[src/source/port_queue.sv]
`timescale 1ns/1ps

module port_queue #(
    parameter type payload_t = logic [31:0],
    parameter int  DEPTH     = 4
) (
    input  logic     clk,
    input  logic     rst_n,
    input  logic     push,
    input  payload_t push_data,
    input  logic     pop,
    output payload_t pop_data,
    output payload_t head,
    output logic     empty,
    output logic     full
);

    localparam int PTR_W = (DEPTH > 1) ? $clog2(DEPTH) : 1;
    localparam int CNT_W = $clog2(DEPTH + 1);

    payload_t         mem [DEPTH];
    logic [PTR_W-1:0] wr_ptr;
    logic [PTR_W-1:0] rd_ptr;
    logic [CNT_W-1:0] count;
    logic             do_push;
    logic             do_pop;

    function automatic logic [PTR_W-1:0] ptr_inc(input logic [PTR_W-1:0] ptr);
        return (ptr == PTR_W'(DEPTH - 1)) ? '0 : ptr + 1'b1;
    endfunction

    assign do_push = push && !full;  // writes to a full queue are dropped
    assign do_pop  = pop && !empty;

    assign empty = (count == '0);
    assign full  = (count == CNT_W'(DEPTH));
    assign head  = mem[rd_ptr]; // oldest entry, seen before the pop

    always_ff @(posedge clk) begin
        if (do_push) begin
            mem[wr_ptr] <= push_data;
        end
    end

    always_ff @(posedge clk or negedge rst_n) begin
        if (!rst_n) begin
            wr_ptr   <= '0;
            rd_ptr   <= '0;
            count    <= '0;
            pop_data <= '0;
        end else begin
            if (do_push) wr_ptr <= ptr_inc(wr_ptr);
            if (do_pop) begin
                rd_ptr   <= ptr_inc(rd_ptr);
                pop_data <= mem[rd_ptr]; // one cycle read latency
            end
            case ({do_push, do_pop})
                2'b10:   count <= count + 1'b1;
                2'b01:   count <= count - 1'b1;
                default: count <= count;
            endcase
        end
    end

endmodule

[config.mk]
export PLATFORM = sky130hd
export DESIGN_NAME = port_queue
export DESIGN_NICKNAME = d
export VERILOG_FILES = /design/src/source/port_queue.sv
export SDC_FILE = /design/constraint.sdc
export NUM_CORES = 1
export LEC_CHECK = 0
export BUFFER_PORTS_ARGS = -buffer_cell sky130_fd_sc_hd__buf_2
export CAP_MARGIN = 20
export CORE_MARGIN = 2
export CORE_UTILIZATION = 55
export CTS_CLUSTER_DIAMETER = 200
export DETAILED_ROUTE_END_ITERATION = 6
export GPL_TIMING_DRIVEN = 0
export PLACE_DENSITY = 0.77
export RECOVER_POWER = 100
export SYNTH_ARGS = -nofsm -noshare
export SYNTH_HDL_FRONTEND = slang
export SYNTH_SLANG_ARGS = --single-unit
export TNS_END_PERCENT = 20
[constraint.sdc]
create_clock -name clk -period 5.05 [get_ports clk]
set_clock_uncertainty 0.05 [all_clocks]
set_input_delay 0.2525 -clock clk [delete_from_list [all_inputs] [get_ports clk]]
set_output_delay 0.2525 -clock clk [all_outputs]
set_load 0.02 [all_outputs]
# Yosys cells after proc, flatten, opt, wreduce, memory -nomap -nowiden
# Memory sizes are Yosys's and may differ from the RTL's.
# Cells that the tools add are included.
# classes
n_addsub	4
n_eq_ne	5
muxes	5
n_reduce_logical	6
# op_table
op	n
$eq A2 B2 Y1 const B	3
$pmux W3 S2	1
$add A2 B1 Y2 const B	2
$mux W2	2
$add A3 B1 Y3 const B	1
$eq A3 B3 Y1 const B	1
$logic_not A3 Y1	1
$sub A3 B1 Y3 const B	1
$eq A2 B1 Y1 const B	1
$logic_and A1 B1 Y1	2
$logic_not A1 Y1	2
$mux W1	2
$reduce_bool A2 Y1	1
# word_totals
ff_bits	39
ramBits	128
inputBits	36
output_inout_bits	66
memories	1
# memory_table
memory	words	width	rd	rd_ports_with_merged_regs	write_ports	line	source
mem	4	32	1	0	1	21	payload_t mem [DEPTH];

# Depth between registers and ports, before layout
# logic_depth
depth_word	5
depth_mapped	9

# Worst setup path before layout
# No wires, ideal clock.
# synth_path
path_kind	register to register
start	reg count[0]
end	reg count[2]
arrival_ns	2.305
path_slack_ns	2.615
path_stages_with_launch	10
period_less_slack_ns	2.435
cell_sequence	dfrtp_1 -> nor3b_1 -> nor2b_1 -> inv_1 -> ha_1 -> inv_1 -> fa_1 -> xor2_1 -> nor2_1 -> xor2_1
# synth_between
elab_chain_len	5
word_cells_on_any_way	12
classes_between	2 x add/sub; 3 x eq/ne; 1 x mux; 6 x reduce/logical
# synth_rtl
element	line	source
start: declaration	24	logic [CNT_W-1:0] count;
start signal: assignment	58	2'b10: count <= count + 1'b1;
start signal: assignment	59	2'b01: count <= count - 1'b1;
start signal: assignment	60	default: count <= count;
$eq A3 B3 Y1 (*)	36	assign full = (count == CNT_W'(DEPTH));
net full	15	output logic full
$logic_not A1 Y1 (*)	32	assign do_push = push && !full;
$logic_and A1 B1 Y1 (*)	32	
$eq A2 B1 Y1 or $eq A2 B2 Y1 (tied branches)	57	case ({do_push, do_pop})
$pmux W3 S2 or $reduce_bool A2 Y1 (tied branches)	n/a	
# Mark *: on every way through the listed nets, which the timed path passes. The rest lies on a longest branch.
# A chain may end at the register's enable or synchronous reset.

# Final worst setup path
# layout_path
start	reg count[0]
end	reg count[2]
# layout_between
elab_chain_len	5
word_cells_on_any_way	12
classes_between	2 x add/sub; 3 x eq/ne; 1 x mux; 6 x reduce/logical
# layout_rtl
element	line	source
$logic_not A3 Y1 (*)	35	assign empty = (count == '0);
$logic_not A1 Y1 (*)	33	assign do_pop = pop && !empty;
$logic_and A1 B1 Y1 (*)	33	
net do_pop	26	logic do_pop;
$eq A2 B1 Y1 or $eq A2 B2 Y1 (tied branches)	57	
$pmux W3 S2 or $reduce_bool A2 Y1 (tied branches)	n/a	
# Marked as above.

==> out/qor.yml <==
outcome:
  status: "finished, violations left"
  violations: "max-capacitance violations, max-slew violations"
synth:
  ys_ff_latch: 167
  synth-main-ff-cell: "edfxtp_1"
  synth_cells: 275
  ys_warn_count: 0
  syn_nets: 318
  netlist_top_cells_count: "edfxtp_1 (128), dfrtp_1 (39), mux2_2 (34), mux4_2 (30), inv_1 (7)"
  synth_top_area_share_pct: 61.3
  ys_async_sr_fraction_pct: 23.4
  seq_area_frac_synth_pct: 76.9
  synth-edff-count: 128
  ys_top_cells_by_area: "edfxtp_1 (61%), dfrtp_1 (16%), mux4_2 (11%), mux2_2 (6.1%), ha_1 (1.2%)"
  synth.most_common_cell: "edfxtp_1"
  synth.largest_area_cell: "edfxtp_1"
  avgSynthCellArea_um2: 22.8
  syn_area_um2: 6270
  ys_types: 23
clocking:
  clockRootBuffer: "clkbuf_16"
  clkSlewWorstSetupHoldPaths_ns: 0.06
  clock_latency_ns: 0.42
  clockBufferDepth: 2
  cts_sinks: 167
  cts_tree: "built"
  cts_max_level: 4
  cts_made_buffers: 17
pwr:
  seqPwrFrac_pct: 40.4
  comb_power_share_pct: 33.1
  power.switching_mw: 1.65
  peakVddDrop_mv: 0.384
  pwr-share-clk_pct: 26.5
  power_density_nw_per_um2: 649
  swShare_pct: 32.8
  internal_power_mw: 3.36
  p_leak_nw: 2.70
place:
  port_buffers: 101
  place_area_um2: 6960
  place_congestion: 0.675
  hpwlAfterDp_um: 6580
timing:
  rsz0062_at_grt: "false"
  fin_crit_ns: 3.37
  max_freq_mhz: 297
  finalMaxSlewViolations: 142
  fin_crit_sh_pct: 66.8
  setup_viol: 0
  tightest_slew_ns: 2.47
  slew_headroom_pct: -64.9
  timing.setup.tns_ns: 0
  finalHoldViolations: 0
detailed_routing:
  drtAntennaViolNets: 0
  first_pass_iters: 4
  routed_wl_um: 11300
  drc: 0
  dr.first_iter.drc_count: 120
  dr_total_vias: 3121
  wl_per_cell_um: 19.4
  vias_per_cell: 5.36
worst_setup_path:
  worst_path_max_delay_cell: "o31ai_1"
  cp_max_fo: 10
  cp_slowest_stage_delay_ns: 1.49
  rrSetupSlack_ns: 1.68
  cp.required_ns: 5.30
  path_cells: "o31ai_1 -> buf_4 -> inv_1 -> ha_1 -> inv_1 -> fa_1 -> xor2_1 -> nor2_1 -> xor2_1"
  worstSetupStartpointType: "flop"
  crit_arrival_ns: 3.62
  end_kind: "flop"
  worstSetupPathType: "flop to flop"
job:
  maxCapViolCount: 5
die:
  die_h_um: 111
  die_w_um: 111
  rows: 38
  ios: 102
  start_util_pct: 57.1
  core_area_um2: 11000
  die-area_um2: 12300
layout:
  drive_gt1_share_pct: 22.6
  nFillCells: 741
  design_area_um2: 7720
  finalNetCount: 472
  antenna_cells: 0
  area_growth_pct: 23.1
  fin_util_pct: 70.3
grt:
  antenna_found_initial: 0
  grt_usage_pct: 19.5
  grt-ovfl-total: 0
  grt_pass1_wl_um: 17600
  grt_max_degree: 40
  grt_pass1_vias: 3327
min_path:
  hold_class: "input port to flop"
==> final timing paths <==
kind                              start            to  cells after the start
min in group asynchronous         rst_n  pop_data[13]                      2
min                                push     wr_ptr[1]                      3
max in group asynchronous         rst_n  pop_data[20]                      3
max                            count[0]      count[2]                      9
max reg2reg                    count[0]      count[2]                      9
min reg2reg                pop_data[31]  pop_data[31]                      1
==> state kept, by name, summed over array words and instances, names as in the netlist <==
| name | cells |
|---|---|
| wr_ptr | 2 |
| rd_ptr | 2 |
| pop_data | 32 |
| count | 3 |
| mem | 128 |
==> power groups by stage <==
stage | clock, mW | combinational (mW) | sequential (mW)
2_1_floorplan | 0 | 1.07 | 2.19
3_3_place_gp | 0 | 1.74 | 2.02
3_5_place_dp | 0 | 1.78 | 2.04
4_1_cts | 1.35 | 1.80 | 2.01
5_1_grt | 1.40 | 1.79 | 2.06
6_report | 1.33 | 1.66 | 2.02
==> through the flow <==
step	total power [mW]	hold slack (ns)	setup WS [ns]	std cells
final	5.01	0.333	1.68	582
after global routing	5.25	0.333	1.45	582
after CTS	5.16	0.270	2.56	581
after detailed placement	3.82	0.421	2.56	516
after global placement	3.76	0.403	2.22	516
after floorplan	3.26	-0.0931	2.62	275
==> cells in the final DEF (no fill, tap or decap), types with 2 or more instances in the layout <==
master / count
xor2_1: 2
nor2_1: 2
edfxtp_1: 128
mux4_1: 2
inv_1: 7
bufinv_16: 4
dlygate4sd3_1: 33
ha_1: 6
mux4_2: 30
clkbuf_1: 108
buf_2: 9
nor3_1: 2
and2_0: 4
clkinv_2: 2
mux2_2: 34
clkinvlp_4: 2
clkbuf_16: 17
dfrtp_1: 39
==> critical path: cells and delay by family (launching register included) <==
family	cells	cell delay (ns)
XOR/XNOR	2	0.28
buffers and inverters	3	0.56
flip-flops	1	0.43
AO/OA/AOI/OAI	1	1.49
AND/OR/NAND/NOR	1	0.06
adder cells (fa/ha/maj)	2	0.37
==> kinds of logic (layout without fill, tap and decap cells) <==
family	Yosys count	after routing	synth area share [%]
xor gates and xnor gates	3	3	0.419
muxes	68	68	18.1
DFF	167	167	76.9
adders and majority gates	7	7	1.52
and+or+nand+nor	10	10	0.898
AOI/OAI and AO/OA	2	2	0.459
buffers and inverters	18	185	1.80
==> repair_timing <==
item / in CTS / in global routing
setup buffers: 0 / 0
endpoints found under the hold margin: 167 / 0
resized for setup: 0 / 0
hold buffers: 33 / 0
==> layout make-up <==
cell class | instances | area (um2) | area share [%]
plain buffers | 11 | 48.8 | 0.632
clock inverters | 9 | 149 | 1.93
multi-input cells | 90 | 1330 | 17.2
well taps | 140 | 175 | 2.27
flip-flops and latches | 167 | 4820 | 62.4
repair buffers | 135 | 721 | 9.33
clock buffers | 23 | 458 | 5.93
inverters | 7 | 26.3 | 0.340
==> layer usage <==
layer  track usage (%)  wire length [um]
met2              34.3              6160
met1              22.4              4490
met5                 0                 0
met4              9.25               224
met3              4.98               433
Power figures use the tool's default switching activity.
