[config.mk]
export PLATFORM = sky130hd
export DESIGN_NAME = frame_word_counter
export DESIGN_NICKNAME = d
export VERILOG_FILES = /design/src/source/switch_pkg.sv /design/src/source/frame_word_counter.sv
export VERILOG_INCLUDE_DIRS = /design/src /design/src/source
export SDC_FILE = /design/constraint.sdc
export NUM_CORES = 1
export LEC_CHECK = 0
export ABC_AREA = 1
export BUFFER_PORTS_ARGS = -buffer_cell sky130_fd_sc_hd__buf_2
export CORE_AREA = 2 2 39 41
export CTS_CLUSTER_DIAMETER = 200
export DETAILED_ROUTE_END_ITERATION = 8
export DIE_AREA = 0 0 41 43
export PLACE_DENSITY = 0.46
export SETUP_SLACK_MARGIN = 0.05
export SLEW_MARGIN = 10
export SYNTH_ARGS = -nofsm -noshare
export SYNTH_HDL_FRONTEND = slang
export SYNTH_SLANG_ARGS = --single-unit
[constraint.sdc]
create_clock -name clk -period 1.5 [get_ports clk]
set_clock_uncertainty 0.15 [all_clocks]
set_input_delay 0.15 -clock clk [delete_from_list [all_inputs] [get_ports clk]]
set_output_delay 0.15 -clock clk [all_outputs]
set_load 0.01 [all_outputs]
[src/source/switch_cfg.svh]
`ifndef SWITCH_CFG_SVH
`define SWITCH_CFG_SVH

//////////////////////////////
// port side
//////////////////////////////

`define SW_PORTS 4 // source ports feeding this egress

//////////////////////////////
// packet format
//////////////////////////////

`define SW_WORD_W 32 // data word
`define SW_PRIO_W 3  // header priority, larger wins

// word count per packet, legal range 1..15
`define SW_LEN_W 4

//////////////////////////////
// queue sizing
//////////////////////////////

`define SW_DATA_DEPTH 32 // words per source port
`define SW_HDR_DEPTH  4  // headers per source port

`endif

[src/source/switch_pkg.sv]
package switch_pkg;

`include "switch_cfg.svh"

    //////////////////////////////
    // basic fields
    //////////////////////////////

    typedef logic [`SW_WORD_W-1:0] word_t;
    typedef logic [$clog2(`SW_PORTS)-1:0] port_t;
    typedef logic [`SW_PRIO_W-1:0] prio_t;
    typedef logic [`SW_LEN_W-1:0] len_t;

    // header as written by the fabric, one entry per packet
    typedef struct packed {
        prio_t       prio;
        logic [31:0] crc;  // expected crc-32 over the data words
        len_t        len;  // data words in the packet
    } header_t;

    //////////////////////////////
    // scheduler
    //////////////////////////////

    typedef enum logic [2:0] {
        IDLE,  // wait for a packet and link ready
        GRANT, // arbitration result arrives
        HDR,   // header pop, counter load
        SEND,  // word pops
        DRAIN  // last word leaves the queue
    } sched_state_t;

endpackage

[src/source/frame_word_counter.sv]
`timescale 1ns/1ps

module frame_word_counter (
    input  logic               clk,
    input  logic               rst_n,
    input  logic               load,
    input  switch_pkg::len_t   load_len,
    input  logic               dec,
    output logic               last
);

    //////////////////////////////
    // words left in the packet
    //////////////////////////////

    switch_pkg::len_t remain;

    always_ff @(posedge clk or negedge rst_n) begin
        if (!rst_n) begin
            remain <= '0;
        end else if (load) begin
            remain <= load_len; // length from the popped header
        end else if (dec && remain != '0) begin
            remain <= remain - 1'b1;
        end
    end

    // next pop is the final one of the packet
    assign last = (remain == switch_pkg::len_t'(1));

endmodule

======== Word-level counts from Yosys, hierarchy flattened ========
Index checks and enable logic that the tools add are counted.
storage, ports and cells
  register bits ........................... 4
  bits of input ports ..................... 8
  output and inout bits ................... 1
  word-level logic and storage cells ...... 8
cells by class
  add/subtract/negate cells ............... 1
  equality and inequality tests ........... 1
  multiplexer cells ....................... 2
  reduce and logical (&&, ||, !) cells .... 3
operators with widths
  kind                   number
  $mux W4                2
  $eq A4 B1 Y1 const B   1
  $reduce_bool A4 Y1     1
  $sub A4 B1 Y4 const B  1
  $reduce_bool A2 Y1     1
  $logic_and A1 B1 Y1    1

======== Depth between registers and ports, before layout ========
  word-level depth ........................ 4
  mapped depth ............................ 7
  gate-level depth less buffers ........... 7

======== Worst setup path after synthesis ========
OpenSTA, ideal clock, no wires.
  kind .................................... reg-to-reg
  start ................................... register remain[0]
  end ..................................... register remain[0]
  setup time .............................. 0.122 ns
  arrival ................................. 0.959 ns
  required time ........................... 1.228 ns
  setup slack ............................. 0.268 ns
  stages on the path, launching flop included .. 8
  path buffers ............................ 0
  period minus slack after synthesis ...... 1.232 ns
  cell sequence ........................... dfrtp_1 -> inv_1 -> ha_1 -> nand2_1 -> nand2_2 -> nand2_2 -> nand2_1 -> o21ai_1
on the way
  word-level cells in the longest chain between the ends .. 3
  elaborated cells between the ends (all ways) .. 6
  those cells by class .................... 1 x add/sub; 2 x mux; 3 x reduce/logical
RTL lines
  element                                              RTL line                                            RTL
  start: declaration                                   frame_word_counter.sv:16                            switch_pkg::len_t remain;
  start signal: assignment                             frame_word_counter.sv:22                            remain <= load_len;
  start signal: assignment                             frame_word_counter.sv:24                            remain <= remain - 1'b1;
  $sub A4 B1 Y4 or $reduce_bool A4 Y1 (tied branches)  frame_word_counter.sv:24, frame_word_counter.sv:23
  $mux W4 or $logic_and A1 B1 Y1 (tied branches)       frame_word_counter.sv:23                            end else if (dec && remain != '0) begin
  $mux W4 or $reduce_bool A2 Y1 (tied branches)        -
Parallel ways exist; a longest one is shown, timed or not. The select of a mux whose other input is x is not followed.
A chain may end at the register's enable or synchronous reset.

======== Worst setup path after layout ========
  start ................................... register remain[0]
  end ..................................... output port last
on the way
  word-level cells in the longest chain between the ends .. 1
RTL lines
  element           RTL line                  RTL
  $eq A4 B1 Y1      frame_word_counter.sv:29  assign last = (remain == switch_pkg::len_t'(1));
  end: declaration  frame_word_counter.sv:9   output logic last
No other way between the ends.

==> results.py <==
metrics = {
    "status": {
        "outcome": "complete, no violations",
    },
    "sta": {
        "fmaxAchievable_ghz": 0.717,
        "setup_violations": 0,
        "max_slew.worst_pin.slew_ns": 0.193,
        "slew_headroom_pct": 87.1,
        "period_needed_ns": 1.39,
        "rsz0062_at_grt": "false",
        "drv_slew": 0,
        "finalWorstSetupSlack_ns": 0.106,
        "final_hold_viol_count": 0,
        "finalCritPeriodShare_pct": 92.9,
        "tns_ns": 0,
    },
    "critical_path": {
        "critPathCaptureType": "output pin",
        "cpLargestDelayFamily": "flip-flops",
        "criticalPathCategory": "register to output pin",
        "crit_required_ns": 1.20,
        "path_cells": "ha_1 -> nor3b_2 -> buf_2",
        "worstPathArrival_ns": 1.09,
        "r2r_slack_ns": 0.20,
        "worstPathMaxFanout": 3,
        "worstReg2RegStart": "remain[0]",
        "critPathMaxStageDelay_ns": 0.39,
        "rr_worst_depth": 7,
        "critPathLaunchType": "register",
        "cp_slowest_cell": "dfrtp_1",
        "critical_path.reg2reg.endpoint": "remain[0]",
        "crit_buf_inv": 1,
    },
    "clock_tree": {
        "clkSinkCount": 4,
        "clk_latency_ns": 0.23,
        "cts_inserted_buffers": 3,
        "cts_tree": "built",
        "htreeDepth": 1,
        "clkTransAtPathRegs_ns": 0.04,
        "cts-root-buf": "clkbuf_4",
        "clk_path_buf_depth": 2,
    },
    "global_route": {
        "grt_overflow": 0,
        "grt_max_degree": 9,
        "first_global_vias": 248,
        "grt_pass1_wl_um": 945,
        "antenna_found_initial": 0,
        "grt_usage_pct": 8.06,
    },
    "worst_hold_path": {
        "min_path_type": "input port to async pin",
    },
    "logic_synthesis": {
        "ys.flop_type": "dfrtp_1",
        "yosys_warnings": 0,
        "syn_area_per_cell_sq_um": 7.61,
        "synth-edff-count": 0,
        "ys_seq_area_share_pct": 35.6,
        "async_reset_ff_share_pct": 100,
        "synthCells": 37,
        "ys_types": 14,
        "synth-seq-cells": 4,
        "syn-cell-area_sq_um": 282,
        "syn-num-nets": 47,
    },
    "power_and_ir_drop": {
        "p_leak_nw": 0.219,
        "sequentialPowerShare_pct": 35.9,
        "p_int_w": 0.000291,
        "p_sw_w": 0.000134,
        "switching_share_pct": 31.6,
        "p_clk_share_pct": 29.8,
        "p_comb_share_pct": 34.3,
        "power_density_nw_per_um2": 1030,
        "ir_drop_uv": 353,
        "totalPowerFinal_w": 0.000425,
    },
    "floorplan": {
        "start_util_pct": 20.3,
        "die_y_um": 43,
        "die_area_sq_um": 1760,
        "row_count": 14,
        "core-area_sq_um": 1380,
        "die_w_um": 41,
        "ios": 9,
    },
    "layout": {
        "syn2layout_area_growth_pct": 47.1,
        "nFillCells": 164,
        "drive_gt1_share_pct": 37.7,
        "regArea_sq_um": 100,
        "top_regs": "remain: 4 flops",
        "largest_register_ffs": 4,
        "largest_register": "remain",
        "final_nets": 65,
        "antennaDiodeCount": 0,
        "multiInputGateArea_sq_um": 175,
    },
    "detailed_routing": {
        "routed-via-count": 273,
        "wl_per_cell_um": 8.38,
        "final_antenna_net_count": 0,
        "wirelength_um": 578,
        "post_drt_via_cell_ratio": 3.96,
        "drc": 0,
        "drtIter0Drc": 5,
        "firstDrtPassIters": 4,
    },
    "placed_design": {
        "dpl_worst_slack_ns": 0.204,
        "io_buffers": 8,
        "gp_congestion": 0.635,
        "place_hpwl_um": 467,
    },
    "run": {
        "maxCapViolCount": 0,
    },
}
==> kinds of logic after synthesis <==
family | share of synthesized area [%]
simple gates | 41.3
compound gates | 7.11
flops | 35.6
buf+inv | 4.00
fa+ha+maj | 8.89
xor+xnor | 3.11
==> layout by cell type (no fill, tap or decap) <==
| cell type | instances |
|---|---|
| buf_2 | 8 |
| buf_4 | 2 |
| clkbuf_4 | 3 |
| dfrtp_1 | 4 |
| dlygate4sd3_1 | 3 |
| ha_1 | 2 |
| inv_1 | 2 |
| inv_2 | 1 |
| nand2_1 | 12 |
| nand2_2 | 2 |
| nand3_1 | 2 |
| nand3_2 | 2 |
| nand3b_1 | 1 |
| nor2_1 | 2 |
| nor2_2 | 1 |
| nor3b_2 | 1 |
| o21ai_0 | 2 |
| o21ai_1 | 2 |
| xor2_1 | 1 |
==> power groups by stage <==
stage | sequential, W | clock, W | combinational, W
3_5_place_dp | 0.000150 | 0 | 0.000130
4_1_cts | 0.000151 | 0.000137 | 0.000138
5_1_grt | 0.000156 | 0.000136 | 0.000166
2_1_floorplan | 0.000146 | 0 | 0.0000902
3_3_place_gp | 0.000150 | 0 | 0.000130
6_report | 0.000153 | 0.000127 | 0.000146
==> worst max path at each step <==
stage / start / endpoint / slack (ns) / cells after the start
2_1_floorplan: remain[0] / remain[0] / 0.27 / 7
3_3_place_gp: remain[0] / remain[0] / 0.18 / 7
3_5_place_dp: remain[0] / remain[0] / 0.20 / 7
4_1_cts: remain[1] / last / 0.07 / 4
5_1_grt: remain[1] / last / 0.05 / 4
6_report: remain[0] / last / 0.11 / 3
==> cells in the mapped netlist (2+ instances only) <==
cell | count | area, sq um
nand2_1 | 12 | 45.0
dfrtp_1 | 4 | 100
o21ai_1 | 2 | 10.0
nor2_1 | 2 | 7.51
ha_1 | 2 | 25.0
nand3_1 | 2 | 10.0
nand2_2 | 2 | 12.5
inv_1 | 3 | 11.3
o21ai_0 | 2 | 10.0
nand3_2 | 2 | 20.0
==> worst register-to-register path: cells and delay by family, from the launching register on <==
family	cells	cell delay, ns
adders and majority gates	1	0.18
AOI/OAI and AO/OA	1	0.06
DFF	1	0.39
buffers and inverters	1	0.08
and+or+nand+nor	4	0.32
==> stage by stage <==
| stage | utilization (%) | cell area (sq um) | std cells | hold WS [ns] |
|---|---|---|---|---|
| detailed placement | 25.2 | 349 | 62 | -0.191 |
| finish | 29.9 | 414 | 69 | 0.104 |
| CTS | 29.4 | 407 | 68 | 0.0935 |
| floorplan | - | 282 | 37 | -0.296 |
| global placement | 25.2 | 349 | 62 | -0.192 |
| global route | 29.9 | 414 | 69 | 0.125 |
==> area by class of cell <==
| cell class | instances | area share [%] |
|---|---|---|
| clock buffer | 3 | 5.44 |
| inverter | 3 | 2.72 |
| multi-input combinational | 30 | 42.3 |
| sequential | 4 | 24.2 |
| tap | 16 | 4.83 |
| timing repair buffer | 13 | 20.5 |
==> metal layers <==
layer,track usage [%],wire length [um],vias to the layer above
li1,-,-,152
met1,11.0,277,118
met2,10.6,279,3
met3,1.57,21,0
met4,6.00,0,0
met5,0,0,-
==> repair_timing <==
item,in CTS,in global routing
setup buffers,0,1
hold buffers,3,0
hold endpoints to repair,6,0
gates resized for setup,1,1
setup endpoints to repair,1,1
(Power assumes the default switching activity.)
