File: src/source/switch_cfg.svh
`ifndef SWITCH_CFG_SVH
`define SWITCH_CFG_SVH

//////////////////////////////
// port side
//////////////////////////////

`define SW_PORTS 4 // source ports feeding this egress

//////////////////////////////
// packet format
//////////////////////////////

`define SW_WORD_W 32 // data word
`define SW_PRIO_W 3  // header priority, larger wins

// word count per packet, legal range 1..15
`define SW_LEN_W 4

//////////////////////////////
// queue sizing
//////////////////////////////

`define SW_DATA_DEPTH 32 // words per source port
`define SW_HDR_DEPTH  4  // headers per source port

`endif

File: src/source/switch_pkg.sv
package switch_pkg;

`include "switch_cfg.svh"

    //////////////////////////////
    // basic fields
    //////////////////////////////

    typedef logic [`SW_WORD_W-1:0] word_t;
    typedef logic [$clog2(`SW_PORTS)-1:0] port_t;
    typedef logic [`SW_PRIO_W-1:0] prio_t;
    typedef logic [`SW_LEN_W-1:0] len_t;

    // header as written by the fabric, one entry per packet
    typedef struct packed {
        prio_t       prio;
        logic [31:0] crc;  // expected crc-32 over the data words
        len_t        len;  // data words in the packet
    } header_t;

    //////////////////////////////
    // scheduler
    //////////////////////////////

    typedef enum logic [2:0] {
        IDLE,  // wait for a packet and link ready
        GRANT, // arbitration result arrives
        HDR,   // header pop, counter load
        SEND,  // word pops
        DRAIN  // last word leaves the queue
    } sched_state_t;

endpackage

File: src/source/crc32_check.sv
`timescale 1ns/1ps

module crc32_check (
    input  logic               clk,
    input  logic               rst_n,
    input  logic               clr,
    input  logic               en,
    input  switch_pkg::word_t  data,
    output logic [31:0]        crc_next
);

    localparam logic [31:0] POLY = 32'h04C1_1DB7;

    logic [31:0] crc_acc;

    // one word through the shift register, msb first
    function automatic logic [31:0] crc_word(
        input logic [31:0]       crc_in,
        input switch_pkg::word_t word
    );
        logic [31:0] c;
        logic        fb;
        c = crc_in;
        for (int i = $bits(word) - 1; i >= 0; i--) begin
            fb = c[31] ^ word[i];
            c  = {c[30:0], 1'b0};
            if (fb) c = c ^ POLY;
        end
        return c;
    endfunction

    assign crc_next = crc_word(crc_acc, data); // includes the word on the bus now

    always_ff @(posedge clk or negedge rst_n) begin
        if (!rst_n) begin
            crc_acc <= '1;
        end else if (clr) begin
            crc_acc <= '1; // start of a new packet
        end else if (en) begin
            crc_acc <= crc_next;
        end
    end

endmodule

File: config.mk
export PLATFORM = sky130hd
export DESIGN_NAME = crc32_check
export DESIGN_NICKNAME = d
export VERILOG_FILES = /design/src/source/switch_pkg.sv /design/src/source/crc32_check.sv
export VERILOG_INCLUDE_DIRS = /design/src /design/src/source
export SDC_FILE = /design/constraint.sdc
export NUM_CORES = 1
export LEC_CHECK = 0
export BUFFER_PORTS_ARGS = -buffer_cell sky130_fd_sc_hd__buf_2
export CAP_MARGIN = 10
export CELL_PAD_IN_SITES_DETAIL_PLACEMENT = 0
export CELL_PAD_IN_SITES_GLOBAL_PLACEMENT = 2
export CORE_MARGIN = 2
export CORE_UTILIZATION = 40
export CTS_BUF_LIST = sky130_fd_sc_hd__clkbuf_16
export DETAILED_ROUTE_END_ITERATION = 10
export PLACE_DENSITY_LB_ADDON = 0.05
export REMOVE_ABC_BUFFERS = 1
export SLEW_MARGIN = 5
export SYNTH_ARGS = -nofsm -noshare
export SYNTH_HDL_FRONTEND = slang
export SYNTH_SLANG_ARGS = --single-unit
File: constraint.sdc
create_clock -name clk -period 4.86 [get_ports clk]
set_clock_uncertainty 0.2 [all_clocks]
set_input_delay 0.243 -clock clk [delete_from_list [all_inputs] [get_ports clk]]
set_output_delay 0.243 -clock clk [all_outputs]
set_load 0.02 [all_outputs]
# Yosys cells after proc, flatten, opt, wreduce, memory -nomap -nowiden
# Index checks and enable logic that the tools add are counted.
[word_totals] register_bits=32 latchBits=0 ramBits=0 rom_bits=0 input_bits=36 output_inout_bits=32 elab_cells=100 memories=0
[op_classes] add_sub_neg=0 mul=0 n_div=0 n_lt_le_gt_ge=0 n_eq_ne=0 n_shift=0 muxes=34 bitwise=64 reduce_logical=1
[ops] op="27-bit two-way mux" count=32
[ops] op="14-bit NOT" count=32
[ops] op="32-bit two-way mux" count=2
[ops] op="1-bit bitwise XOR" count=32
[ops] op="2-bit nonzero test" count=1

# Depth between registers and ports, before layout
[depth] depth_word=66 ltp_mapped=10 ltp_nobuf=10

# Least setup slack after synthesis
# No wires, ideal clock.
[synth_path] path_kind="flip-flop to flip-flop" startpoint="register crc_acc[28]" endpoint="register crc_acc[4]" setup_ns=0.073 arrival_time_ns=3.905 t_required_ns=4.587 setup_slack_ns=0.681 stages_incl_launch_ff=11 n_path_buf=0 synth_period_minus_slack_ns=4.179 path_cell_list="dfstp_2 -> xor2_1 -> xnor3_2 -> xor2_4 -> xor3_2 -> xnor3_2 -> xnor3_2 -> xnor2_2 -> xnor2_1 -> nor2_1 -> o21bai_1"
[synth_via] elab_chain_cells=38 elab_cells_between_ends=69 cone_classes="30 x mux; 39 x bitwise"
[synth_rtl] item="start: declaration" line="crc32_check.sv:14" rtl="logic [31:0] crc_acc;"
[synth_rtl] item="start signal: assignment" line="crc32_check.sv:40" rtl="crc_acc <= crc_next;"
[synth_rtl] item="1-bit bitwise XOR *" line="crc32_check.sv:25" rtl="fb = c[31] ^ word[i];"
[synth_rtl] item="27-bit two-way mux *" line="crc32_check.sv:27" rtl="if (fb) c = c ^ POLY;"
[synth_rtl] item="27-bit two-way mux / 14-bit NOT (equally long branches)"
[synth_rtl] item="14-bit NOT (no line) / 27-bit two-way mux (equally long branches)"
[synth_rtl] item="27-bit two-way mux" line="crc32_check.sv:27"
[synth_rtl] item="14-bit NOT (no line)"
[synth_rtl] item="27-bit two-way mux" line="crc32_check.sv:27"
[synth_rtl] item="14-bit NOT (no line)"
[synth_rtl] item="[23 not listed]"
[synth_rtl] item="14-bit NOT (no line) / 27-bit two-way mux (equally long branches)"
[synth_rtl] item="27-bit two-way mux / 14-bit NOT (equally long branches)"
[synth_rtl] item="27-bit two-way mux" line="crc32_check.sv:27"
[synth_rtl] item="14-bit NOT (no line) / 1-bit bitwise XOR (equally long branches)"
[synth_rtl] item="27-bit two-way mux *" line="crc32_check.sv:27"
[synth_rtl] item="net crc_next[4]" line="crc32_check.sv:9" rtl="output logic [31:0] crc_next"
[synth_rtl] item="32-bit two-way mux *" line="crc32_check.sv:39" rtl="end else if (en) begin"
[synth_rtl] item="32-bit two-way mux *" line="crc32_check.sv:37" rtl="end else if (clr) begin"
# Mark *: on every way through the listed nets, which the timed path passes. The rest lies on a longest branch. The select of a mux whose other input is x is not followed.
# A chain may end at the register's enable or synchronous reset.

# Worst setup path in the final report
[layout_path] startpoint="register crc_acc[18]" endpoint="output crc_next[16]"
[layout_via] elab_chain_cells=34 elab_cells_between_ends=45 cone_classes="26 x mux; 19 x bitwise"
[layout_rtl] item="27-bit two-way mux * (3 in a row)" line="crc32_check.sv:27"
[layout_rtl] item="14-bit NOT (no line)"
[layout_rtl] item="27-bit two-way mux *" line="crc32_check.sv:27"
[layout_rtl] item="14-bit NOT (no line)"
[layout_rtl] item="27-bit two-way mux * (3 in a row)" line="crc32_check.sv:27"
[layout_rtl] item="14-bit NOT (no line)"
[layout_rtl] item="27-bit two-way mux *" line="crc32_check.sv:27"
[layout_rtl] item="1-bit bitwise XOR *" line="crc32_check.sv:25"
[layout_rtl] item="[11 not listed]"
[layout_rtl] item="14-bit NOT (no line)"
[layout_rtl] item="27-bit two-way mux *" line="crc32_check.sv:27"
[layout_rtl] item="14-bit NOT (no line)"
[layout_rtl] item="27-bit two-way mux" line="crc32_check.sv:27"
[layout_rtl] item="14-bit NOT (no line)"
[layout_rtl] item="27-bit two-way mux (4 in a row)" line="crc32_check.sv:27"
[layout_rtl] item="14-bit NOT (no line)"
[layout_rtl] item="27-bit two-way mux *" line="crc32_check.sv:27"
[layout_rtl] item="end: declaration" line="crc32_check.sv:9"
# Every way passes the cells marked *; elsewhere a longest branch is shown, timed or not.

==> results.json <==
{
  "outcome": "complete, no violations",
  "pre_cts_setup_slack_ns": 0.359,
  "timing.critical_path.required_ns": 4.42,
  "ctsHoldBuffers": 0,
  "timing.critical_path.fanout_max": 6,
  "synth_warnings": 0,
  "synth_area_leaders": "sky130_fd_sc_hd__xnor2_1 (24%), sky130_fd_sc_hd__dfstp_2 (18%), sky130_fd_sc_hd__xnor3_1 (15%)",
  "fin_setup_tns_ns": 0,
  "clock_sink_count": 32,
  "worst-setup-path-type": "reg -> out",
  "placeableCoreArea_um2": 11500,
  "post_cts_resized": 0,
  "r2r_start": "crc_acc[18]",
  "report.final.hold_viol_count": 0,
  "cts_root_buffer": "sky130_fd_sc_hd__clkbuf_16",
  "top_count_cell_post_synth": "sky130_fd_sc_hd__xnor2_1",
  "cell_area_after_technology_mapping_um2": 4700,
  "drt_first_pass_iters": 4,
  "post-route-drc-count": 0,
  "cp_slowest_stage_delay_ns": 0.56,
  "route.vias.total": 2913,
  "die_height_um": 112,
  "synth.area.mux_share_pct": 0.213,
  "worstReg2RegEnd": "crc_acc[16]",
  "synth_cells": 393,
  "slew_headroom_pct": 26.7,
  "max_flop_register": "crc_acc",
  "clk_transition_reported_paths_ns": 0.06,
  "grt_setup_unrepaired": "no",
  "cts_buffer_depth": 2,
  "ys_types": 23,
  "postRouteWirelength_um": 12900,
  "crit_chain": "xnor2_1 > buf_4 > xnor3_2 > xor2_1 > xor3_2 > xnor2_2 > xnor3_1 > xnor2_2 > xnor3_1 > buf_2",
  "ff2ff_setup_slack_ns": 0.58,
  "finalWorstPathRequiredPeriod_ns": 4.71,
  "synth_top_family_by_area": "XOR/XNOR gates",
  "timing.critical_path.max_delay_family": "XOR/XNOR gates",
  "cts_tree": "built",
  "cpMaxStageDelayCell": "sky130_fd_sc_hd__xnor3_2",
  "grt_max_degree": 36,
  "drive_gt1_share_pct": 36.5,
  "top_post_synthesis_cells_by_count": "sky130_fd_sc_hd__xnor2_1 (131), sky130_fd_sc_hd__nor2_1 (53), sky130_fd_sc_hd__xor2_1 (45), sky130_fd_sc_hd__dfstp_2 (32), sky130_fd_sc_hd__xnor3_1 (32)",
  "start_util_pct": 41.0,
  "first_pass_grt_wire_length_um": 19400,
  "rr_worst_depth": 11,
  "timing.critical_path.buf_inv": 2,
  "synth_top_area_share_pct": 24.4,
  "design.die.area_um2": 12600,
  "final-setup-viol-count": 0,
  "layout.filler_cells": 1096,
  "first_global_vias": 3033,
  "tightest_slew_ns": 1.10,
  "synth_compound_gate_area_share_pct": 5.08,
  "port-buffer-count": 67,
  "total_nets_final": 509,
  "post_synth_top_area_cell": "sky130_fd_sc_hd__xnor2_1",
  "largest_register_ffs": 32,
  "post_synth_fa_ha_maj_area_fraction_pct": 0,
  "die_width_um": 112,
  "synthToLayoutAreaGrowth_pct": 15.8,
  "setup_ws_ns": 0.153,
  "start_kind": "flip-flop",
  "drt_first_iter_violations": 120,
  "clock_latency_ns": 0.29,
  "layout_worst_path_cycle_share_pct": 96.8,
  "io_pins": 68,
  "synth-seq-cells": 32,
  "synth_simple_gate_area_share_pct": 4.90,
  "largestRegisters": "crc_acc (32)",
  "hold_path.class": "in -> async",
  "num_rows": 39,
  "antenna_found_initial": 0,
  "post-cts-setup-buffer-count": 0,
  "ys_dominant_reg_cell": "sky130_fd_sc_hd__dfstp_2",
  "finalWeightedCongestion": 0.874,
  "ctsHtreeMaxLevel": 2,
  "synth.avg_cell_area_um2": 12.0,
  "detailed_place_hpwl_um": 10300,
  "wire_per_inst_um": 20.9,
  "insertedDiodeCount": 0,
  "antenna_violating_nets_post_route": 0,
  "synth_xor_area_share_pct": 70.9,
  "kind_of_capture_point_of_the_worst_setup_path": "output pin",
  "synth_edf_count": 0,
  "numCtsBuffers": 5,
  "vias_per_cell": 4.72,
  "globalRouteTotalUtil_pct": 21.3,
  "timing.fmax_ghz": 0.212,
  "synth_sequential_area_ratio_pct": 17.9,
  "globalRouteOverflowTotal": 0,
  "worstPathArrival_ns": 4.26,
  "timing.max_cap.violations": 0,
  "ys_async_sr_fraction_pct": 100,
  "drv_slew": 0
}
final cells by class:
| type | instances | area (um2) | area share (%) |
|---|---|---|---|
| Clock buffer | 5 | 125 | 2.30 |
| Sequential cell | 32 | 841 | 15.4 |
| Inverter | 2 | 7.51 | 0.138 |
| Tap cell | 143 | 179 | 3.29 |
| Multi-Input combinational cell | 349 | 3820 | 70.2 |
| Timing Repair Buffer | 83 | 455 | 8.37 |
| Clock inverter | 3 | 13.8 | 0.253 |
cells by family (layout without fill, tap and decap cells):
logic type	Yosys count	count (layout)
XOR/XNOR	259	259
AND/OR/NAND/NOR	58	58
flip-flops	32	32
AO/OA/AOI/OAI	31	31
buffers and inverters	12	93
multiplexers	1	1
metrics by stage:
step                      hold WS [ns]  utilization, %  instance area [um2]  std cells
after floorplan                 -0.105               -                 4660        383
after global placement           0.306            46.2                 5300        609
after detailed placement         0.312            46.2                 5300        609
after CTS                        0.265            47.4                 5440        617
after global routing             0.329            47.5                 5440        617
final                            0.229            47.5                 5440        617
cells in the final DEF (no fill, tap or decap), drive strengths merged:
cell	instances
nor2b	3
buf	83
clkbuf	5
xor3	3
or3	1
xnor3	45
nor2	53
xnor2	157
xor2	54
o21bai	26
inv	2
a211o	4
clkinv	3
o31a	1
mux2i	1
nand2b	1
dfstp	32
worst register-to-register path, cell delays in order, from the launching register on:
cell and delay (ns):
sky130_fd_sc_hd__dfstp_2 0.53, sky130_fd_sc_hd__xnor2_1 0.13, sky130_fd_sc_hd__buf_4 0.18, sky130_fd_sc_hd__xnor3_2 0.56, sky130_fd_sc_hd__xor2_1 0.33, sky130_fd_sc_hd__xor3_2 0.52
sky130_fd_sc_hd__xnor2_2 0.33, sky130_fd_sc_hd__xnor3_1 0.46, sky130_fd_sc_hd__xnor2_2 0.34, sky130_fd_sc_hd__xnor3_1 0.42, sky130_fd_sc_hd__mux2i_1 0.15, sky130_fd_sc_hd__nand2b_1 0.07
worst max path at each step:
stage / startpoint / endpoint / depth (start not counted)
after CTS: crc_acc[28] / crc_next[11] / 9
after global placement: data[28] / crc_next[11] / 10
after floorplan: crc_acc[28] / crc_acc[4] / 10
after global routing: crc_acc[30] / crc_next[18] / 10
after detailed placement: data[28] / crc_next[11] / 10
final: crc_acc[18] / crc_next[16] / 10
layer usage:
metal	vias to the layer above	track usage [%]	wire [um]
met1	1410	29.9	5940
met3	12	4.05	585
met2	73	33.7	6150
li1	1418	-	-
met5	-	0	0
met4	0	6.10	256
Power is left out: the tool's default activity adds up to more than one toggle a clock period on the data nets, which glitch-free logic cannot reach.
