`src/source/switch_cfg.svh`:
```
`ifndef SWITCH_CFG_SVH
`define SWITCH_CFG_SVH

//////////////////////////////
// port side
//////////////////////////////

`define SW_PORTS 4 // source ports feeding this egress

//////////////////////////////
// packet format
//////////////////////////////

`define SW_WORD_W 32 // data word
`define SW_PRIO_W 3  // header priority, larger wins

// word count per packet, legal range 1..15
`define SW_LEN_W 4

//////////////////////////////
// queue sizing
//////////////////////////////

`define SW_DATA_DEPTH 32 // words per source port
`define SW_HDR_DEPTH  4  // headers per source port

`endif

```
`src/source/switch_pkg.sv`:
```
package switch_pkg;

`include "switch_cfg.svh"

    //////////////////////////////
    // basic fields
    //////////////////////////////

    typedef logic [`SW_WORD_W-1:0] word_t;
    typedef logic [$clog2(`SW_PORTS)-1:0] port_t;
    typedef logic [`SW_PRIO_W-1:0] prio_t;
    typedef logic [`SW_LEN_W-1:0] len_t;

    // header as written by the fabric, one entry per packet
    typedef struct packed {
        prio_t       prio;
        logic [31:0] crc;  // expected crc-32 over the data words
        len_t        len;  // data words in the packet
    } header_t;

    //////////////////////////////
    // scheduler
    //////////////////////////////

    typedef enum logic [2:0] {
        IDLE,  // wait for a packet and link ready
        GRANT, // arbitration result arrives
        HDR,   // header pop, counter load
        SEND,  // word pops
        DRAIN  // last word leaves the queue
    } sched_state_t;

endpackage

```
`src/source/egress_sched_fsm.sv`:
```
`timescale 1ns/1ps

module egress_sched_fsm (
    input  logic                 clk,
    input  logic                 rst_n,
    input  logic                 any_req,
    input  logic                 out_ready,
    input  switch_pkg::port_t    grant,
    input  logic                 grant_vld,
    input  logic                 cnt_last,
    input  switch_pkg::header_t  hdr_head,
    input  logic [31:0]          crc_next,
    output logic                 arb_en,
    output switch_pkg::port_t    sel_port,
    output logic                 hdr_pop,
    output logic                 data_pop,
    output logic                 cnt_load,
    output switch_pkg::len_t     cnt_len,
    output logic                 cnt_dec,
    output logic                 crc_clr,
    output logic                 out_vld,
    output logic                 out_sop,
    output logic                 out_eop,
    output logic                 out_err
);

    switch_pkg::sched_state_t state;
    switch_pkg::sched_state_t state_nxt;

    logic [31:0] exp_crc;    // crc from the header being sent
    logic        first_pend; // next pop carries sop
    logic        pipe_vld;
    logic        pipe_first;
    logic        pipe_last;

    //////////////////////////////
    // next state
    //////////////////////////////

    always_comb begin
        state_nxt = state;
        case (state)
            switch_pkg::IDLE: begin
                if (any_req && out_ready) state_nxt = switch_pkg::GRANT;
            end
            switch_pkg::GRANT: begin
                if (grant_vld) state_nxt = switch_pkg::HDR;
            end
            switch_pkg::HDR: state_nxt = switch_pkg::SEND;
            switch_pkg::SEND: begin
                if (data_pop && cnt_last) state_nxt = switch_pkg::DRAIN;
            end
            switch_pkg::DRAIN: state_nxt = switch_pkg::IDLE; // last word on the bus now
            default: state_nxt = switch_pkg::IDLE;
        endcase
    end

    //////////////////////////////
    // strobes
    //////////////////////////////

    assign arb_en   = (state == switch_pkg::IDLE) && any_req && out_ready;
    assign hdr_pop  = (state == switch_pkg::HDR);
    assign cnt_load = (state == switch_pkg::HDR);
    assign crc_clr  = (state == switch_pkg::HDR);
    assign cnt_len  = hdr_head.len;

    // no pop while the link holds off
    assign data_pop = (state == switch_pkg::SEND) && out_ready;
    assign cnt_dec  = data_pop;

    always_ff @(posedge clk or negedge rst_n) begin
        if (!rst_n) begin
            state      <= switch_pkg::IDLE;
            sel_port   <= '0;
            first_pend <= 1'b0;
            pipe_vld   <= 1'b0;
            pipe_first <= 1'b0;
            pipe_last  <= 1'b0;
        end else begin
            state <= state_nxt;
            if (state == switch_pkg::GRANT && grant_vld) begin
                sel_port <= grant;
            end
            if (state == switch_pkg::HDR) begin
                first_pend <= 1'b1;
            end else if (data_pop) begin
                first_pend <= 1'b0;
            end
            // flags follow the pop by one cycle, like the queue data
            pipe_vld   <= data_pop;
            pipe_first <= data_pop && first_pend;
            pipe_last  <= data_pop && cnt_last;
        end
    end

    always_ff @(posedge clk) begin
        if (state == switch_pkg::HDR) begin
            exp_crc <= hdr_head.crc;
        end
    end

    assign out_vld = pipe_vld;
    assign out_sop = pipe_first;
    assign out_eop = pipe_last;
    assign out_err = pipe_last && (crc_next != exp_crc); // compare on the last word

endmodule

```
`config.mk`:
```
export PLATFORM = sky130hd
export DESIGN_NAME = egress_sched_fsm
export DESIGN_NICKNAME = d
export VERILOG_FILES = /design/src/source/switch_pkg.sv /design/src/source/egress_sched_fsm.sv
export VERILOG_INCLUDE_DIRS = /design/src /design/src/source
export SDC_FILE = /design/constraint.sdc
export NUM_CORES = 1
export LEC_CHECK = 0
export ABC_AREA = 0
export BUFFER_PORTS_ARGS = -buffer_cell sky130_fd_sc_hd__buf_2
export CORE_MARGIN = 2
export CORE_UTILIZATION = 44
export CTS_CLUSTER_DIAMETER = 50
export DETAILED_ROUTE_END_ITERATION = 12
export PLACE_DENSITY = 0.87
export SYNTH_ARGS = -nofsm -noshare
export SYNTH_HDL_FRONTEND = slang
export SYNTH_SLANG_ARGS = --single-unit
```
`constraint.sdc`:
```
create_clock -name clk -period 4.5 [get_ports clk]
set_input_delay 0.225 -clock clk [delete_from_list [all_inputs] [get_ports clk]]
set_output_delay 0.225 -clock clk [all_outputs]
set_load 0.005 [all_outputs]
```
======== Yosys cells after proc, flatten, opt, wreduce, memory -nomap -nowiden ========
Cells that the tools add are included.
cells by class
  equality and inequality tests ........... 7
  mux-type cells .......................... 6
  reductions and logical operators ........ 11
operators with widths
  cell                                           count
  != test 32 bit                                 1
  one-hot mux 3 bit (4 select lines)             1
  2-to-1 mux 3 bit                               3
  logical AND 1 bit                              8
  == test 3 x 2 -> 1 bit, second input constant  2
  != test 2 bit, second input constant           2
  == test 3 x 1 -> 1 bit, second input constant  1
  logical NOT 3 bit                              1
  AND reduction 3 bit                            1
  2-to-1 mux 1 bit                               2
  != test 2 x 1 -> 1 bit, second input constant  1
  nonzero test 2 bit                             1
word-level totals
  flip-flop bits (word level) ............. 41
  input bits .............................. 79
  logic and storage cells ................. 31

======== Longest topological paths before layout ========
  depth after elaboration ................. 5
  mapped depth ............................ 4
  gate-level depth less buffers ........... 4

======== Worst setup path before layout ========
OpenSTA, ideal clock, no wires.
  path type ............................... register to output
  from .................................... register state[0]
  to ...................................... output crc_clr
  data arrival time ....................... 3.454 ns
  data required time ...................... 4.275 ns
  setup slack ............................. 0.821 ns
  cell stages (with the launch flop) ...... 3
  cells stage by stage .................... dfrtp_1 nor3b_1 buf_4
on the way
  word-level cells in the longest chain between the ends .. 1
RTL lines
  element                 line                    text
  from (decl)             egress_sched_fsm.sv:27  switch_pkg::sched_state_t state;
  from (signal assigned)  egress_sched_fsm.sv:74  state <= switch_pkg::IDLE;
  from (signal assigned)  egress_sched_fsm.sv:81  state <= state_nxt;
  == test 3 x 2 -> 1 bit  -
  to (decl)               egress_sched_fsm.sv:20  output logic crc_clr,
Every way passes these cells.

======== Final worst setup path ========
  from .................................... register state[0]
  to ...................................... output crc_clr
on the way
  word-level cells in the longest chain between the ends .. 1
RTL lines
  element                 line                    text
  == test 3 x 2 -> 1 bit  egress_sched_fsm.sv:65  assign crc_clr = (state == switch_pkg::HDR);
Every way passes these cells.

==> insert_results.sql <==
INSERT INTO impl_metrics (metric_group, metric, value, unit) VALUES
('run_status', 'run_status', 'finished, final reports clean', ''),
('synthesis', 'synth_async_sr_flop_share', '0.220', ''),
('final_layout', 'multi_input_area', '473', 'µm²'),
('clocking', 'cts_tree', 'done', ''),
('worst_setup_path', 'reg2regPathDepth', '2', ''),
('worst_setup_path', 'timing_worst_setup_path_type', 'register to output port', ''),
('synthesis', 'post_synth.cell_area_avg', '15.7', 'µm²'),
('die', 'coreArea', '0.00369', 'mm²'),
('worst_setup_path', 'critical_path.reg2reg.startpoint', 'state[0]$_DFFE_PN0P_', ''),
('die', 'io_pins', '95', ''),
('power_and_ir_drop', 'irDropWorstVdd', '0.323', 'mV'),
('timing', 'finalCriticalPeriod', '2.36', 'ns'),
('route', 'drt-initial-drc-count', '20', ''),
('timing', 'final_max_slew_viol_count', '0', ''),
('synthesis', 'ys_dominant_reg_cell', 'edfxtp_1', ''),
('final_layout', 'fillers', '317', ''),
('die', 'width_of_the_die', '66.3', 'µm'),
('die', 'num_rows', '22', ''),
('clocking', 'clock-sinks', '41', ''),
('min_path', 'min_path_type', 'input port to register', ''),
('worst_setup_path', 'critical_path.reg2reg.endpoint', 'exp_crc[19]$_DFFE_PP_', ''),
('placed_design', 'numPlacedInstances', '234', ''),
('route', 'drc_markers', '0', ''),
('clocking', 'clock-root-buffer', 'clkbuf_8', ''),
('die', 'die_h', '66.3', 'µm'),
('worst_setup_path', 'path_max_fanout', '24', ''),
('global_route', 'grt_first_pass_wirelength', '4880', 'µm'),
('timing', 'post_route_clock_skew', '0.00409', 'ns'),
('placed_design', 'post-dp-hpwl', '2570', 'µm'),
('route', 'postRouteWirelength', '3150', 'µm'),
('synthesis', 'synth_warnings', '0', ''),
('timing', 'timing.fmax', '424', 'MHz'),
('timing', 'maxSlewHeadroom', '0.377', ''),
('timing', 'period_share', '0.524', ''),
('worst_setup_path', 'wp_data_arrival', '2.13', 'ns'),
('worst_setup_path', 'worstPathRequired', '4.28', 'ns'),
('clocking', 'clockBufferDepth', '2', ''),
('min_path', 'hold_path_origin', 'hdr_head[12]', ''),
('global_route', 'grt_max_degree', '25', ''),
('synthesis', 'netlist_area', '0.00171', 'mm²'),
('clocking', 'insertion_delay', '0.29', 'ns'),
('global_route', 'global_route.overflow_total', '0', ''),
('synthesis', 'ys_seq_area_frac', '0.693', ''),
('route', 'number_of_optimization_iterations_in_the_first_detailed_route_pass', '6', ''),
('final_layout', 'seqCellArea', '0.00119', 'mm²'),
('min_path', 'timing.hold.worst_path_depth', '1', ''),
('route', 'vias', '1135', ''),
('clocking', 'reg_clk_slew_reported_paths', '0.08', 'ns'),
('final_layout', 'ant_diodes', '0', ''),
('synthesis', 'ys_types', '18', ''),
('worst_setup_path', 'crit_path_end_kind', 'output port', ''),
('timing', 'actual_transition_at_the_worst_max_transition_pin', '0.931', 'ns'),
('timing', 'fin_setup_tns', '0', 'ns'),
('clocking', 'htree_levels', '2', ''),
('final_layout', 'post_route_cells_drive_above_1_share', '0.497', ''),
('die', 'floorplan.initialDensity', '0.464', ''),
('timing', 'hold_viol_final', '0', ''),
('synthesis', 'mappedNetlistNets', '188', ''),
('timing', 'holdWs', '0.103', 'ns'),
('synthesis', 'edff_count_synth', '32', ''),
('die', 'dieArea', '0.00440', 'mm²'),
('run', 'maxCapViolCount', '0', ''),
('route', 'routed_wire_length_per_instance', '13.0', 'µm'),
('placed_design', 'port-buffer-count', '83', ''),
('power_and_ir_drop', 'pwr_density_cell', '484', 'mW/mm²'),
('synthesis', 'postSynthRegisterBits', '41', ''),
('global_route', 'grt_pass1_vias', '1169', ''),
('route', 'drt.antenna.violating_nets', '0', ''),
('final_layout', 'final_net_count', '273', ''),
('timing', 'grt_setup_unrepaired', 'false', ''),
('global_route', 'grt_antenna_before_repair', '0', ''),
('synthesis', 'postSynthCellCount', '109', ''),
('global_route', 'grt_use_total', '0.160', ''),
('worst_setup_path', 'critical_path.startpoint_type', 'register', ''),
('final_layout', 'area_growth_syn_to_layout', '31.1', '%'),
('placed_design', 'gp_congestion', '0.723', ''),
('worst_setup_path', 'r2r_setup_slack', '2.51', 'ns'),
('clocking', 'number_of_buffers_added_by_the_clock_tree_synthesis_step', '5', ''),
('route', 'detail_route.vias_per_cell', '4.67', ''),
('timing', 'setup_viols_final', '0', ''),
('power_and_ir_drop', 'cellLeakagePower', '0.922', 'nW'),
('min_path', 'worst_hold_path.endpoint', 'exp_crc[8]$_DFFE_PP_', ''),
('final_layout', 'final_cells', '243', '');
[synthesized netlist by cell type, types with 2 or more instances]
master / instances / share of area
a21oi_1: 2 / 0.0059
and2_1: 2 / 0.0073
buf_4: 7 / 0.031
dfrtp_1: 9 / 0.13
edfxtp_1: 32 / 0.56
mux2_2: 2 / 0.013
nand2_1: 2 / 0.0044
nand4_1: 8 / 0.029
nor3_1: 3 / 0.0088
nor4_1: 3 / 0.011
xnor2_1: 32 / 0.16
[worst max-delay path, stage by stage, from the launching register on]
cell and delay, ns:
dfrtp_1 0.44, nor3b_2 0.80, buf_4 0.43, buf_2 0.17
[flip-flops by register name (all words and copies together), names as in the netlist]
register,cells
out_sop,1
sel_port,2
state,3
first_pend,1
out_eop,1
out_vld,1
exp_crc,32
[power by group]
part	internal, mW	switching [mW]
combinational	0.138	0.122
sequential	0.541	0.0540
clock	0.107	0.123
total	0.786	0.299
[stage by stage]
stage                     power (mW)  area, µm²  utilization  setup slack (ns)
final                           1.09       2240        0.608              2.14
after global routing            1.15       2240        0.608              1.93
after CTS                       1.10       2240        0.608              2.08
after detailed placement       0.872       2150        0.582              2.41
after global placement         0.857       2150        0.582              2.46
after floorplan                0.780       1710            -             0.821
[cell type report]
class | count | area share
Inverter | 1 | 0.00167
Sequential cell | 41 | 0.529
Clock inverter | 3 | 0.00781
Clock buffer | 5 | 0.0307
Tap cell | 48 | 0.0268
Timing Repair Buffer | 85 | 0.193
Multi-Input combinational cell | 60 | 0.211
[metal layers]
layer,vias up,global-route usage,share of wire
met2,49,0.299,0.55
met3,5,0.0767,0.095
li1,559,-,-
met1,522,0.144,0.33
met5,-,0,0
met4,0,0.0689,0.017
[timing repair]
action	CTS	global route
setup buffers	0	0
endpoints found under the hold margin	9	0
hold buffers	1	0
resized for setup	0	0
[cell families after synthesis]
| kind of cell | Yosys count | synth area share |
|---|---|---|
| AND/OR/NAND/NOR | 22 | 0.0819 |
| AO/OA/AOI/OAI | 4 | 0.0146 |
| buffers and inverters | 8 | 0.0329 |
| multiplexers | 2 | 0.0132 |
| flip-flops | 41 | 0.693 |
| XOR/XNOR | 32 | 0.164 |
[worst max path at each step]
stage               cells after the start      end            startpoint
floorplan                               2  crc_clr  state[0]$_DFFE_PN0P_
global route                            3  hdr_pop  state[0]$_DFFE_PN0P_
detailed placement                      3  crc_clr  state[0]$_DFFE_PN0P_
CTS                                     3  crc_clr  state[0]$_DFFE_PN0P_
global placement                        3  crc_clr  state[0]$_DFFE_PN0P_
finish                                  3  crc_clr  state[0]$_DFFE_PN0P_
[placed cells by master, fill, tap and decap left out, drive strengths merged]
cell,Yosys,routed
dlygate4sd3,0,1
clkinvlp,0,1
a21oi,2,2
clkbuf,0,5
and2,3,3
nand4,8,8
nor3,3,3
and4b,1,1
nand2b,1,1
clkinv,0,2
nand2,2,2
buf,7,84
nor3b,1,1
inv,1,1
xnor2,32,32
mux2,2,2
nor4,3,3
edfxtp,32,32
dfrtp,9,9
o21bai,1,1
a21boi,1,1
Power figures use the tool's default switching activity.
